File: src/hw/issue_pkg.sv
// shared widths, vector types and unit/operation encodings
// for the integer issue and operand-read stage

package issue_pkg;

  // --------------------
  // widths
  // --------------------

  // datapath width
  localparam int unsigned XLEN          = 32;
  // register index width
  localparam int unsigned REG_ADDR_SIZE = 5;
  // architectural integer registers, x0 included
  localparam int unsigned NR_REGS       = 32;
  // scoreboard transaction id width
  localparam int unsigned TRANS_ID_BITS = 3;

  // --------------------
  // vector types
  // --------------------

  // operand, register or immediate value
  typedef logic [XLEN-1:0]          xlen_t;
  // register index
  typedef logic [REG_ADDR_SIZE-1:0] reg_addr_t;
  // scoreboard slot tag
  typedef logic [TRANS_ID_BITS-1:0] trans_id_t;
  // instruction address
  typedef logic [XLEN-1:0]          pc_t;

  // --------------------
  // encodings
  // --------------------

  // target functional unit, NONE also marks an empty clobber entry
  typedef enum logic [2:0] {
    NONE,
    LOAD,
    STORE,
    ALU,
    CTRL_FLOW,
    MULT,
    CSR
  } fu_t;

  // operation handed to the unit
  typedef enum logic [3:0] {
    ADD,
    SUB,
    AND,
    OR,
    XOR,
    SLL,
    MUL,
    LW,
    SW,
    BEQ,
    JAL,
    CSRRW,
    SFENCE_VMA
  } fu_op_t;

endpackage

File: src/hw/gpr_regfile.sv
// integer register file, two combinational read ports and one write port
// x0 is hard-wired to zero

`timescale 1ns/1ps

module gpr_regfile
  import issue_pkg::*;
(
  input  logic      clk_i,
  input  logic      rst_ni,
  // read ports
  input  reg_addr_t raddr_a_i,
  input  reg_addr_t raddr_b_i,
  output xlen_t     rdata_a_o,
  output xlen_t     rdata_b_o,
  // commit write port
  input  reg_addr_t waddr_i,
  input  xlen_t     wdata_i,
  input  logic      we_i
);

  // entry 0 is never written and stays zero
  xlen_t regs_q [NR_REGS];

  always_ff @(posedge clk_i or negedge rst_ni) begin
    if (!rst_ni) begin
      for (int unsigned i = 0; i < NR_REGS; i++) begin
        regs_q[i] <= '0;
      end
    end else if (we_i && (waddr_i != '0)) begin
      // write lands on the edge, readers see it next cycle
      regs_q[waddr_i] <= wdata_i;
    end
  end

  // --------------------
  // read ports
  // --------------------
  // no bypass from the write port
  assign rdata_a_o = (raddr_a_i == '0) ? '0 : regs_q[raddr_a_i];
  assign rdata_b_o = (raddr_b_i == '0) ? '0 : regs_q[raddr_b_i];

endmodule

File: src/hw/issue_hazard.sv
// operand availability, forwarding select, unit busy and issue acknowledge
// purely combinational

`timescale 1ns/1ps

module issue_hazard
  import issue_pkg::*;
(
  // instruction under issue
  input  logic                  issue_valid_i,
  input  fu_t                   issue_fu_i,
  input  fu_op_t                issue_op_i,
  input  reg_addr_t             issue_rs1_i,
  input  reg_addr_t             issue_rs2_i,
  input  reg_addr_t             issue_rd_i,
  input  logic                  issue_use_zimm_i,
  input  logic                  issue_ex_valid_i,
  // scoreboard view
  input  fu_t [NR_REGS-1:0]     rd_clobber_i,
  input  logic                  rs1_valid_i,
  input  logic                  rs2_valid_i,
  // commit port
  input  reg_addr_t             waddr_i,
  input  logic                  we_i,
  // unit readiness and external stall
  input  logic                  flu_ready_i,
  input  logic                  lsu_ready_i,
  input  logic                  stall_i,
  // multiply strobe of the previous issue
  input  logic                  mult_valid_i,
  // results
  output logic                  fwd_rs1_o,
  output logic                  fwd_rs2_o,
  output logic                  stall_o,
  output logic                  issue_ack_o,
  output logic                  dispatch_o
);

  logic fu_busy;
  logic stall;
  logic rs1_clobbered;
  logic rs2_clobbered;
  logic rs1_avail;
  logic rs2_avail;
  logic rd_free;

  // --------------------
  // unit busy
  // --------------------
  always_comb begin
    unique case (issue_fu_i)
      NONE:                     fu_busy = 1'b0;
      // fixed latency units share one ready
      ALU, CTRL_FLOW, CSR, MULT: fu_busy = ~flu_ready_i;
      LOAD, STORE:              fu_busy = ~lsu_ready_i;
      default:                  fu_busy = 1'b0;
    endcase
  end

  // --------------------
  // operand availability
  // --------------------
  // zimm carries an immediate in rs1, nothing to wait on
  assign rs1_clobbered = !issue_use_zimm_i && (rd_clobber_i[issue_rs1_i] != NONE);
  assign rs2_clobbered = rd_clobber_i[issue_rs2_i] != NONE;

  // csr results only come back through the register file,
  // sfence.vma is the one exception
  assign rs1_avail = rs1_valid_i &&
                     ((rd_clobber_i[issue_rs1_i] != CSR) || (issue_op_i == SFENCE_VMA));
  assign rs2_avail = rs2_valid_i &&
                     ((rd_clobber_i[issue_rs2_i] != CSR) || (issue_op_i == SFENCE_VMA));

  always_comb begin
    stall     = stall_i;
    fwd_rs1_o = 1'b0;
    fwd_rs2_o = 1'b0;
    if (rs1_clobbered) begin
      if (rs1_avail) fwd_rs1_o = 1'b1;
      else           stall     = 1'b1;
    end
    if (rs2_clobbered) begin
      if (rs2_avail) fwd_rs2_o = 1'b1;
      else           stall     = 1'b1;
    end
  end

  assign stall_o = stall;

  // --------------------
  // issue acknowledge
  // --------------------
  // waw check, or rd is retired by the commit port this very cycle
  assign rd_free = (rd_clobber_i[issue_rd_i] == NONE) || (we_i && (waddr_i == issue_rd_i));

  always_comb begin
    issue_ack_o = 1'b0;
    if (issue_valid_i) begin
      if (!stall && !fu_busy && rd_free) issue_ack_o = 1'b1;
      // exceptions pass through regardless of stall
      if (issue_ex_valid_i) issue_ack_o = 1'b1;
      // no unit needed, always goes
      if (issue_fu_i == NONE) issue_ack_o = 1'b1;
    end
    // keep the fixed latency result bus free behind a multiply
    if (mult_valid_i && (issue_fu_i inside {ALU, CTRL_FLOW, CSR})) issue_ack_o = 1'b0;
  end

  // taken and not an exception
  assign dispatch_o = issue_valid_i && issue_ack_o && !issue_ex_valid_i;

endmodule

File: src/hw/operand_select.sv
// operand multiplexing and the pipeline registers towards execute

`timescale 1ns/1ps

module operand_select
  import issue_pkg::*;
(
  input  logic      clk_i,
  input  logic      rst_ni,
  // instruction fields
  input  pc_t       issue_pc_i,
  input  fu_t       issue_fu_i,
  input  fu_op_t    issue_op_i,
  input  reg_addr_t issue_rs1_i,
  input  xlen_t     issue_imm_i,
  input  logic      issue_use_imm_i,
  input  logic      issue_use_pc_i,
  input  logic      issue_use_zimm_i,
  input  trans_id_t issue_trans_id_i,
  input  logic      issue_is_compressed_i,
  // register file and scoreboard values
  input  xlen_t     rdata_a_i,
  input  xlen_t     rdata_b_i,
  input  xlen_t     rs1_i,
  input  xlen_t     rs2_i,
  input  logic      fwd_rs1_i,
  input  logic      fwd_rs2_i,
  // unregistered operands
  output xlen_t     rs1_forwarding_o,
  output xlen_t     rs2_forwarding_o,
  // towards execute
  output xlen_t     operand_a_o,
  output xlen_t     operand_b_o,
  output xlen_t     imm_o,
  output fu_t       fu_o,
  output fu_op_t    op_o,
  output trans_id_t trans_id_o,
  output pc_t       pc_o,
  output logic      is_compressed_o
);

  xlen_t operand_a_n;
  xlen_t operand_b_n;

  // --------------------
  // operand a
  // --------------------
  always_comb begin
    if (issue_use_zimm_i) begin
      // zero extended rs1 index
      operand_a_n = {{(XLEN-REG_ADDR_SIZE){1'b0}}, issue_rs1_i};
    end else if (issue_use_pc_i) begin
      operand_a_n = issue_pc_i;
    end else if (fwd_rs1_i) begin
      operand_a_n = rs1_i;
    end else begin
      operand_a_n = rdata_a_i;
    end
  end

  // --------------------
  // operand b
  // --------------------
  // stores and branches keep rs2, the immediate travels on imm
  always_comb begin
    if (issue_use_imm_i && (issue_fu_i != STORE) && (issue_fu_i != CTRL_FLOW)) begin
      operand_b_n = issue_imm_i;
    end else if (fwd_rs2_i) begin
      operand_b_n = rs2_i;
    end else begin
      operand_b_n = rdata_b_i;
    end
  end

  assign rs1_forwarding_o = operand_a_n;
  assign rs2_forwarding_o = operand_b_n;

  // id/ex registers, loaded every cycle
  always_ff @(posedge clk_i or negedge rst_ni) begin
    if (!rst_ni) begin
      operand_a_o     <= '0;
      operand_b_o     <= '0;
      imm_o           <= '0;
      fu_o            <= NONE;
      op_o            <= ADD;
      trans_id_o      <= '0;
      pc_o            <= '0;
      is_compressed_o <= 1'b0;
    end else begin
      operand_a_o     <= operand_a_n;
      operand_b_o     <= operand_b_n;
      imm_o           <= issue_imm_i;
      fu_o            <= issue_fu_i;
      op_o            <= issue_op_i;
      trans_id_o      <= issue_trans_id_i;
      pc_o            <= issue_pc_i;
      is_compressed_o <= issue_is_compressed_i;
    end
  end

endmodule

File: src/hw/fu_dispatch.sv
// per-unit valid strobes, one cycle after dispatch, cancelled by flush

`timescale 1ns/1ps

module fu_dispatch
  import issue_pkg::*;
(
  input  logic clk_i,
  input  logic rst_ni,
  input  logic flush_i,
  input  logic dispatch_i,
  input  fu_t  issue_fu_i,
  output logic alu_valid_o,
  output logic branch_valid_o,
  output logic lsu_valid_o,
  output logic mult_valid_o,
  output logic csr_valid_o
);

  always_ff @(posedge clk_i or negedge rst_ni) begin
    if (!rst_ni) begin
      alu_valid_o    <= 1'b0;
      branch_valid_o <= 1'b0;
      lsu_valid_o    <= 1'b0;
      mult_valid_o   <= 1'b0;
      csr_valid_o    <= 1'b0;
    end else begin
      // strobes last a single cycle
      alu_valid_o    <= 1'b0;
      branch_valid_o <= 1'b0;
      lsu_valid_o    <= 1'b0;
      mult_valid_o   <= 1'b0;
      csr_valid_o    <= 1'b0;
      // a flush in the taken cycle drops the strobe
      if (dispatch_i && !flush_i) begin
        case (issue_fu_i)
          ALU:         alu_valid_o    <= 1'b1;
          CTRL_FLOW:   branch_valid_o <= 1'b1;
          LOAD, STORE: lsu_valid_o    <= 1'b1;
          MULT:        mult_valid_o   <= 1'b1;
          CSR:         csr_valid_o    <= 1'b1;
          default: ;
        endcase
      end
    end
  end

endmodule

File: src/hw/issue_read_operands.sv
// issue and operand-read stage, single issue integer only
// register file, hazard control, operand datapath and unit strobes

`timescale 1ns/1ps

module issue_read_operands
  import issue_pkg::*;
(
  input  logic              clk_i,
  input  logic              rst_ni,
  input  logic              flush_i,
  input  logic              stall_i,
  // instruction from the decoder
  input  logic              issue_valid_i,
  input  pc_t               issue_pc_i,
  input  fu_t               issue_fu_i,
  input  fu_op_t            issue_op_i,
  input  reg_addr_t         issue_rs1_i,
  input  reg_addr_t         issue_rs2_i,
  input  reg_addr_t         issue_rd_i,
  input  xlen_t             issue_imm_i,
  input  logic              issue_use_imm_i,
  input  logic              issue_use_pc_i,
  input  logic              issue_use_zimm_i,
  input  logic              issue_ex_valid_i,
  input  trans_id_t         issue_trans_id_i,
  input  logic              issue_is_compressed_i,
  output logic              issue_ack_o,
  output logic              stall_issue_o,
  // scoreboard lookup
  output reg_addr_t         rs1_o,
  input  xlen_t             rs1_i,
  input  logic              rs1_valid_i,
  output reg_addr_t         rs2_o,
  input  xlen_t             rs2_i,
  input  logic              rs2_valid_i,
  input  fu_t [NR_REGS-1:0] rd_clobber_i,
  // towards execute
  output fu_t               fu_o,
  output fu_op_t            op_o,
  output xlen_t             operand_a_o,
  output xlen_t             operand_b_o,
  output xlen_t             imm_o,
  output trans_id_t         trans_id_o,
  output xlen_t             rs1_forwarding_o,
  output xlen_t             rs2_forwarding_o,
  output pc_t               pc_o,
  output logic              is_compressed_o,
  // unit handshakes
  input  logic              flu_ready_i,
  input  logic              lsu_ready_i,
  output logic              alu_valid_o,
  output logic              branch_valid_o,
  output logic              lsu_valid_o,
  output logic              mult_valid_o,
  output logic              csr_valid_o,
  // commit port
  input  reg_addr_t         waddr_i,
  input  xlen_t             wdata_i,
  input  logic              we_i
);

  xlen_t rdata_a;
  xlen_t rdata_b;
  logic  fwd_rs1;
  logic  fwd_rs2;
  logic  dispatch;

  // scoreboard is polled with the raw source indices
  assign rs1_o = issue_rs1_i;
  assign rs2_o = issue_rs2_i;

  // --------------------
  // register file
  // --------------------
  gpr_regfile i_gpr_regfile (
    .clk_i     (clk_i),
    .rst_ni    (rst_ni),
    .raddr_a_i (issue_rs1_i),
    .raddr_b_i (issue_rs2_i),
    .rdata_a_o (rdata_a),
    .rdata_b_o (rdata_b),
    .waddr_i   (waddr_i),
    .wdata_i   (wdata_i),
    .we_i      (we_i)
  );

  // --------------------
  // hazards and ack
  // --------------------
  issue_hazard i_issue_hazard (
    .issue_valid_i    (issue_valid_i),
    .issue_fu_i       (issue_fu_i),
    .issue_op_i       (issue_op_i),
    .issue_rs1_i      (issue_rs1_i),
    .issue_rs2_i      (issue_rs2_i),
    .issue_rd_i       (issue_rd_i),
    .issue_use_zimm_i (issue_use_zimm_i),
    .issue_ex_valid_i (issue_ex_valid_i),
    .rd_clobber_i     (rd_clobber_i),
    .rs1_valid_i      (rs1_valid_i),
    .rs2_valid_i      (rs2_valid_i),
    .waddr_i          (waddr_i),
    .we_i             (we_i),
    .flu_ready_i      (flu_ready_i),
    .lsu_ready_i      (lsu_ready_i),
    .stall_i          (stall_i),
    // multiply strobe loops back for the fixed latency bus rule
    .mult_valid_i     (mult_valid_o),
    .fwd_rs1_o        (fwd_rs1),
    .fwd_rs2_o        (fwd_rs2),
    .stall_o          (stall_issue_o),
    .issue_ack_o      (issue_ack_o),
    .dispatch_o       (dispatch)
  );

  // --------------------
  // operand datapath
  // --------------------
  operand_select i_operand_select (
    .clk_i                 (clk_i),
    .rst_ni                (rst_ni),
    .issue_pc_i            (issue_pc_i),
    .issue_fu_i            (issue_fu_i),
    .issue_op_i            (issue_op_i),
    .issue_rs1_i           (issue_rs1_i),
    .issue_imm_i           (issue_imm_i),
    .issue_use_imm_i       (issue_use_imm_i),
    .issue_use_pc_i        (issue_use_pc_i),
    .issue_use_zimm_i      (issue_use_zimm_i),
    .issue_trans_id_i      (issue_trans_id_i),
    .issue_is_compressed_i (issue_is_compressed_i),
    .rdata_a_i             (rdata_a),
    .rdata_b_i             (rdata_b),
    .rs1_i                 (rs1_i),
    .rs2_i                 (rs2_i),
    .fwd_rs1_i             (fwd_rs1),
    .fwd_rs2_i             (fwd_rs2),
    .rs1_forwarding_o      (rs1_forwarding_o),
    .rs2_forwarding_o      (rs2_forwarding_o),
    .operand_a_o           (operand_a_o),
    .operand_b_o           (operand_b_o),
    .imm_o                 (imm_o),
    .fu_o                  (fu_o),
    .op_o                  (op_o),
    .trans_id_o            (trans_id_o),
    .pc_o                  (pc_o),
    .is_compressed_o       (is_compressed_o)
  );

  // unit strobes
  fu_dispatch i_fu_dispatch (
    .clk_i          (clk_i),
    .rst_ni         (rst_ni),
    .flush_i        (flush_i),
    .dispatch_i     (dispatch),
    .issue_fu_i     (issue_fu_i),
    .alu_valid_o    (alu_valid_o),
    .branch_valid_o (branch_valid_o),
    .lsu_valid_o    (lsu_valid_o),
    .mult_valid_o   (mult_valid_o),
    .csr_valid_o    (csr_valid_o)
  );

endmodule

File: config.mk
export PLATFORM = sky130hd
export DESIGN_NAME = issue_read_operands
export DESIGN_NICKNAME = d
export VERILOG_FILES = /design/src/hw/issue_pkg.sv /design/src/hw/gpr_regfile.sv /design/src/hw/issue_hazard.sv /design/src/hw/operand_select.sv /design/src/hw/fu_dispatch.sv /design/src/hw/issue_read_operands.sv
export SDC_FILE = /design/constraint.sdc
export NUM_CORES = 2
export LEC_CHECK = 0
export BUFFER_PORTS_ARGS = -buffer_cell sky130_fd_sc_hd__clkbuf_2
export CORE_AREA = 2 2 309 311
export CTS_BUF_LIST = sky130_fd_sc_hd__clkbuf_8
export DETAILED_ROUTE_END_ITERATION = 7
export DIE_AREA = 0 0 311 313
export GPL_TIMING_DRIVEN = 0
export HOLD_SLACK_MARGIN = 0.08
export PLACE_DENSITY = 0.87
export SLEW_MARGIN = 20
export SYNTH_ARGS = -nofsm -noshare
export SYNTH_HDL_FRONTEND = slang
export SYNTH_HIERARCHICAL = 1
export SYNTH_SLANG_ARGS = --single-unit
File: constraint.sdc
create_clock -name clk_i -period 6.05 [get_ports clk_i]
set_input_delay 0.3025 -clock clk_i [delete_from_list [all_inputs] [get_ports clk_i]]
set_output_delay 0.3025 -clock clk_i [all_outputs]
set_load 0.005 [all_outputs]
==> insert_results.sql <==
INSERT INTO impl_metrics (metric_group, metric, value, unit) VALUES
('timing', 'timing.setup.tns', '-0.1122', 'ns'),
('critical_path', 'critical_path_peak_fanout', '10', ''),
('critical_path', 'worst_r2r_endpoint', 'i_operand_select/operand_a_o[1]$_DFF_PN0_', ''),
('finish', 'layout_nets', '5494', ''),
('clocking', 'htree_levels', '4', ''),
('synthesis', 'netlist.top_cell.by_area', 'sky130_fd_sc_hd__dfrtp_1', ''),
('placement', 'detailed_place_hpwl', '168.4', 'mm'),
('run_status', 'status', 'complete, but fails checks', ''),
('critical_path', 'path_common_cell', 'sky130_fd_sc_hd__buf_2', ''),
('die', 'die_y', '313', 'um'),
('synthesis', 'fraction_of_registers_with_async_set_or_reset_after_synthesis', '1.000', ''),
('timing', 'fin_skew', '0.05419', 'ns'),
('synthesis', 'post_synth_instance_area', '0.06239', 'mm^2'),
('min_path', 'timing.hold.worst_endpoint', 'i_operand_select/imm_o[6]$_DFF_PN0_', ''),
('synthesis', 'yosys_register_bits', '1168', ''),
('clocking', 'numCtsBuffers', '186', ''),
('timing', 'setup_repair_after_global_routing_missed_its_margin', 'false', ''),
('die', 'dieArea', '0.09734', 'mm^2'),
('drt', 'vias_per_cell', '7.511', ''),
('power_and_ir_drop', 'power', '22.39', 'mW'),
('critical_path', 'crit-reg2reg-launch', 'i_gpr_regfile/regs_q[289]$_DFFE_PN0P_', ''),
('placement', 'postPlaceCellArea', '0.06698', 'mm^2'),
('critical_path', 'cp_num_buf_inv', '7', ''),
('finish', 'final_layout_size_suffix_gt1_frac', '0.4953', ''),
('die', 'die_width', '311', 'um'),
('placement', 'place.port_buffers', '514', ''),
('clocking', 'clkTransAtPathRegs', '0.06', 'ns'),
('min_path', 'worst_hold_startpoint', 'issue_imm_i[6]', ''),
('global_route', 'grt_overflow_total', '0', ''),
('drt', 'post-route-drc-count', '3', ''),
('run_status', 'violations', 'design-rule violations, negative setup slack', ''),
('die', 'start_util', '0.6626', ''),
('clocking', 'clockRootBuffer', 'sky130_fd_sc_hd__clkbuf_8', ''),
('timing', 'max_slew.worst_pin.slew', '1.341', 'ns'),
('synthesis', 'synth-edff-count', '0', ''),
('critical_path', 'reg2reg_setup_slack', '2.78', 'ns'),
('job', 'drv.max_cap_violation_count', '0', ''),
('clocking', 'clock_tree_buffer_depth', '3', ''),
('synthesis', 'yosys.cell_count.top_type', 'sky130_fd_sc_hd__dfrtp_1', ''),
('drt', 'drt-wirelength-per-cell', '36.64', 'um'),
('finish', 'nFillCells', '5391', ''),
('global_route', 'grt_pass1_wl', '345.5', 'mm'),
('timing', 'final.hold.worst_slack', '0.1090', 'ns'),
('min_path', 'hp-class', 'input port to flip-flop', ''),
('timing', 'finalWorstSetupSlack', '-0.07413', 'ns'),
('critical_path', 'cp-start-kind', 'input port', ''),
('critical_path', 'crit_path_max_incr_delay', '1.01', 'ns'),
('synthesis', 'synth.avg_cell_area', '14.71', 'um^2'),
('synthesis', 'syn_inst', '4242', ''),
('timing', 'final-setup-viol-count', '2', ''),
('synthesis', 'postSynthNetCount', '4543', ''),
('die', 'ioPinCount', '521', ''),
('timing', 'slew-limit-headroom', '0.1030', ''),
('drt', 'drt-pass1-iter-count', '8', ''),
('timing', 'finalCriticalPeriod', '6.124', 'ns'),
('critical_path', 'critical_path.top_delay_family', 'buffers and inverters', ''),
('die', 'std_cell_rows', '113', ''),
('global_route', 'grt_antenna_before_repair', '33', ''),
('power_and_ir_drop', 'p_per_area', '306.7', 'mW/mm^2'),
('synthesis', 'synthesis.yosys.warnings', '6', ''),
('critical_path', 'timing_worst_setup_path_type', 'input port to output pin', ''),
('timing', 'drv_slew', '0', ''),
('synthesis', 'synth_top_cells_by_area', 'sky130_fd_sc_hd__dfrtp_1 (47%), sky130_fd_sc_hd__mux2_2 (20%), sky130_fd_sc_hd__mux4_2 (16%), sky130_fd_sc_hd__mux2i_1 (3.3%), sky130_fd_sc_hd__clkbuf_1 (1.4%)', ''),
('drt', 'vias_post_dr', '49767', ''),
('critical_path', 'capturing_element_type_of_the_critical_path', 'output pin', ''),
('drt', 'route.antenna.remaining_nets', '0', ''),
('global_route', 'grt_pass1_vias', '49991', ''),
('global_route', 'groute.usage.overall', '0.4976', ''),
('finish', 'layout.cell_area.non_filler', '0.07300', 'mm^2'),
('synthesis', 'seq_area_frac_synth', '0.4685', ''),
('synthesis', 'synthDominantCellAreaShare', '0.4685', '');
## worst max-delay path by stage
stage | startpoint | endpoint | slack, ns | cells after the start
6_report | issue_rs1_i[0] | rs1_forwarding_o[31] | -0.07 | 13
5_1_grt | issue_rs1_i[0] | rs1_forwarding_o[31] | 0.18 | 13
4_1_cts | issue_rs1_i[2] | rs1_forwarding_o[3] | 0.26 | 17
3_5_place_dp | issue_rs1_i[2] | rs1_forwarding_o[3] | 0.81 | 16
3_3_place_gp | rst_ni | i_operand_select/is_compressed_o$_DFF_PN0_ | -23.18 | 1
2_1_floorplan | issue_rs1_i[2] | rs1_forwarding_o[11] | 2.72 | 13
## registers in the layout, indices dropped and copies added (netlist names), 3 cells and up
name and count:
i_operand_select/imm_o 32, i_gpr_regfile/regs_q 1024, i_operand_select/pc_o 32, i_operand_select/operand_a_o 32, i_operand_select/op_o 4, i_operand_select/fu_o 3
i_operand_select/trans_id_o 3, i_operand_select/operand_b_o 32
## power breakdown
part	internal [mW]	switching (mW)	total [mW]
Clock	3.44	3.29	6.73
Combinational	2.84	2.50	5.34
Sequential	9.19	1.13	10.3
Total	15.5	6.92	22.4
## logic make-up after synthesis
group,count (synthesis),share of synthesized area
AO/OA/AOI/OAI,448,0.05130
XOR/XNOR,9,0.001263
AND/OR/NAND/NOR,283,0.02356
flip-flops,1168,0.4685
multiplexers,1843,0.4179
buffers and inverters,491,0.03752
## metrics by stage
stage                     instances  setup WS (ns)
after detailed placement       6037         0.8076
after global routing           6598         0.1780
after global placement         6021         -23.18
after CTS                      6588         0.2610
after floorplan                4242          2.720
final                          6626       -0.07413
## repair_timing
item                                    in CTS  in global routing
gates resized for setup                      0                  4
hold buffers                               232                  0
endpoints found under the setup margin       0                  1
hold endpoints to repair                   623                  0
buffers inserted                             0                  0
## placed cells by master, fill, tap and decap left out, types with 17 or more instances in the layout
cell and instances:
sky130_fd_sc_hd__dfrtp_1 1168, sky130_fd_sc_hd__mux2_2 1110, sky130_fd_sc_hd__clkbuf_2 518, sky130_fd_sc_hd__mux4_2 457, sky130_fd_sc_hd__clkbuf_1 237, sky130_fd_sc_hd__dlygate4sd3_1 232, sky130_fd_sc_hd__clkbuf_8 231, sky130_fd_sc_hd__mux2i_1 206
sky130_fd_sc_hd__buf_2 179, sky130_fd_sc_hd__o21ai_0 107, sky130_fd_sc_hd__a22oi_1 79, sky130_fd_sc_hd__nor2b_1 77, sky130_fd_sc_hd__nand2_1 73, sky130_fd_sc_hd__a211oi_1 73, sky130_fd_sc_hd__inv_1 72, sky130_fd_sc_hd__a311oi_1 64
sky130_fd_sc_hd__nor2_1 52, sky130_fd_sc_hd__a221oi_1 48, sky130_fd_sc_hd__buf_4 47, sky130_fd_sc_hd__diode_2 37, sky130_fd_sc_hd__mux2_4 30, sky130_fd_sc_hd__nor3_1 21, sky130_fd_sc_hd__mux4_1 21, sky130_fd_sc_hd__a21oi_1 19
sky130_fd_sc_hd__o2111ai_1 18, sky130_fd_sc_hd__mux2_1 18, sky130_fd_sc_hd__nor4_1 17
## cell type report
cell class | instances | area [um^2] | area share
antenna | 37 | 92.59 | 0.001268
sequential | 1168 | 29230 | 0.4004
multi-input combinational | 2583 | 30830 | 0.4223
inverter | 7 | 26.28 | 0.0003599
clock inverter | 89 | 420.4 | 0.005759
tap | 1265 | 1583 | 0.02168
clock buffer | 230 | 3166 | 0.04336
timing repair buffer | 763 | 5339 | 0.07314
buffer | 484 | 2318 | 0.03176
## layer usage
metal	up-vias	wire length (um)	track usage
met5	-	657	0.02418
met4	39	19560	0.3176
met3	1383	41000	0.2735
met2	4819	102800	0.7046
met1	25119	78770	0.5888
li1	18407	-	-
No activity file was read; power rests on OpenSTA's default activity.
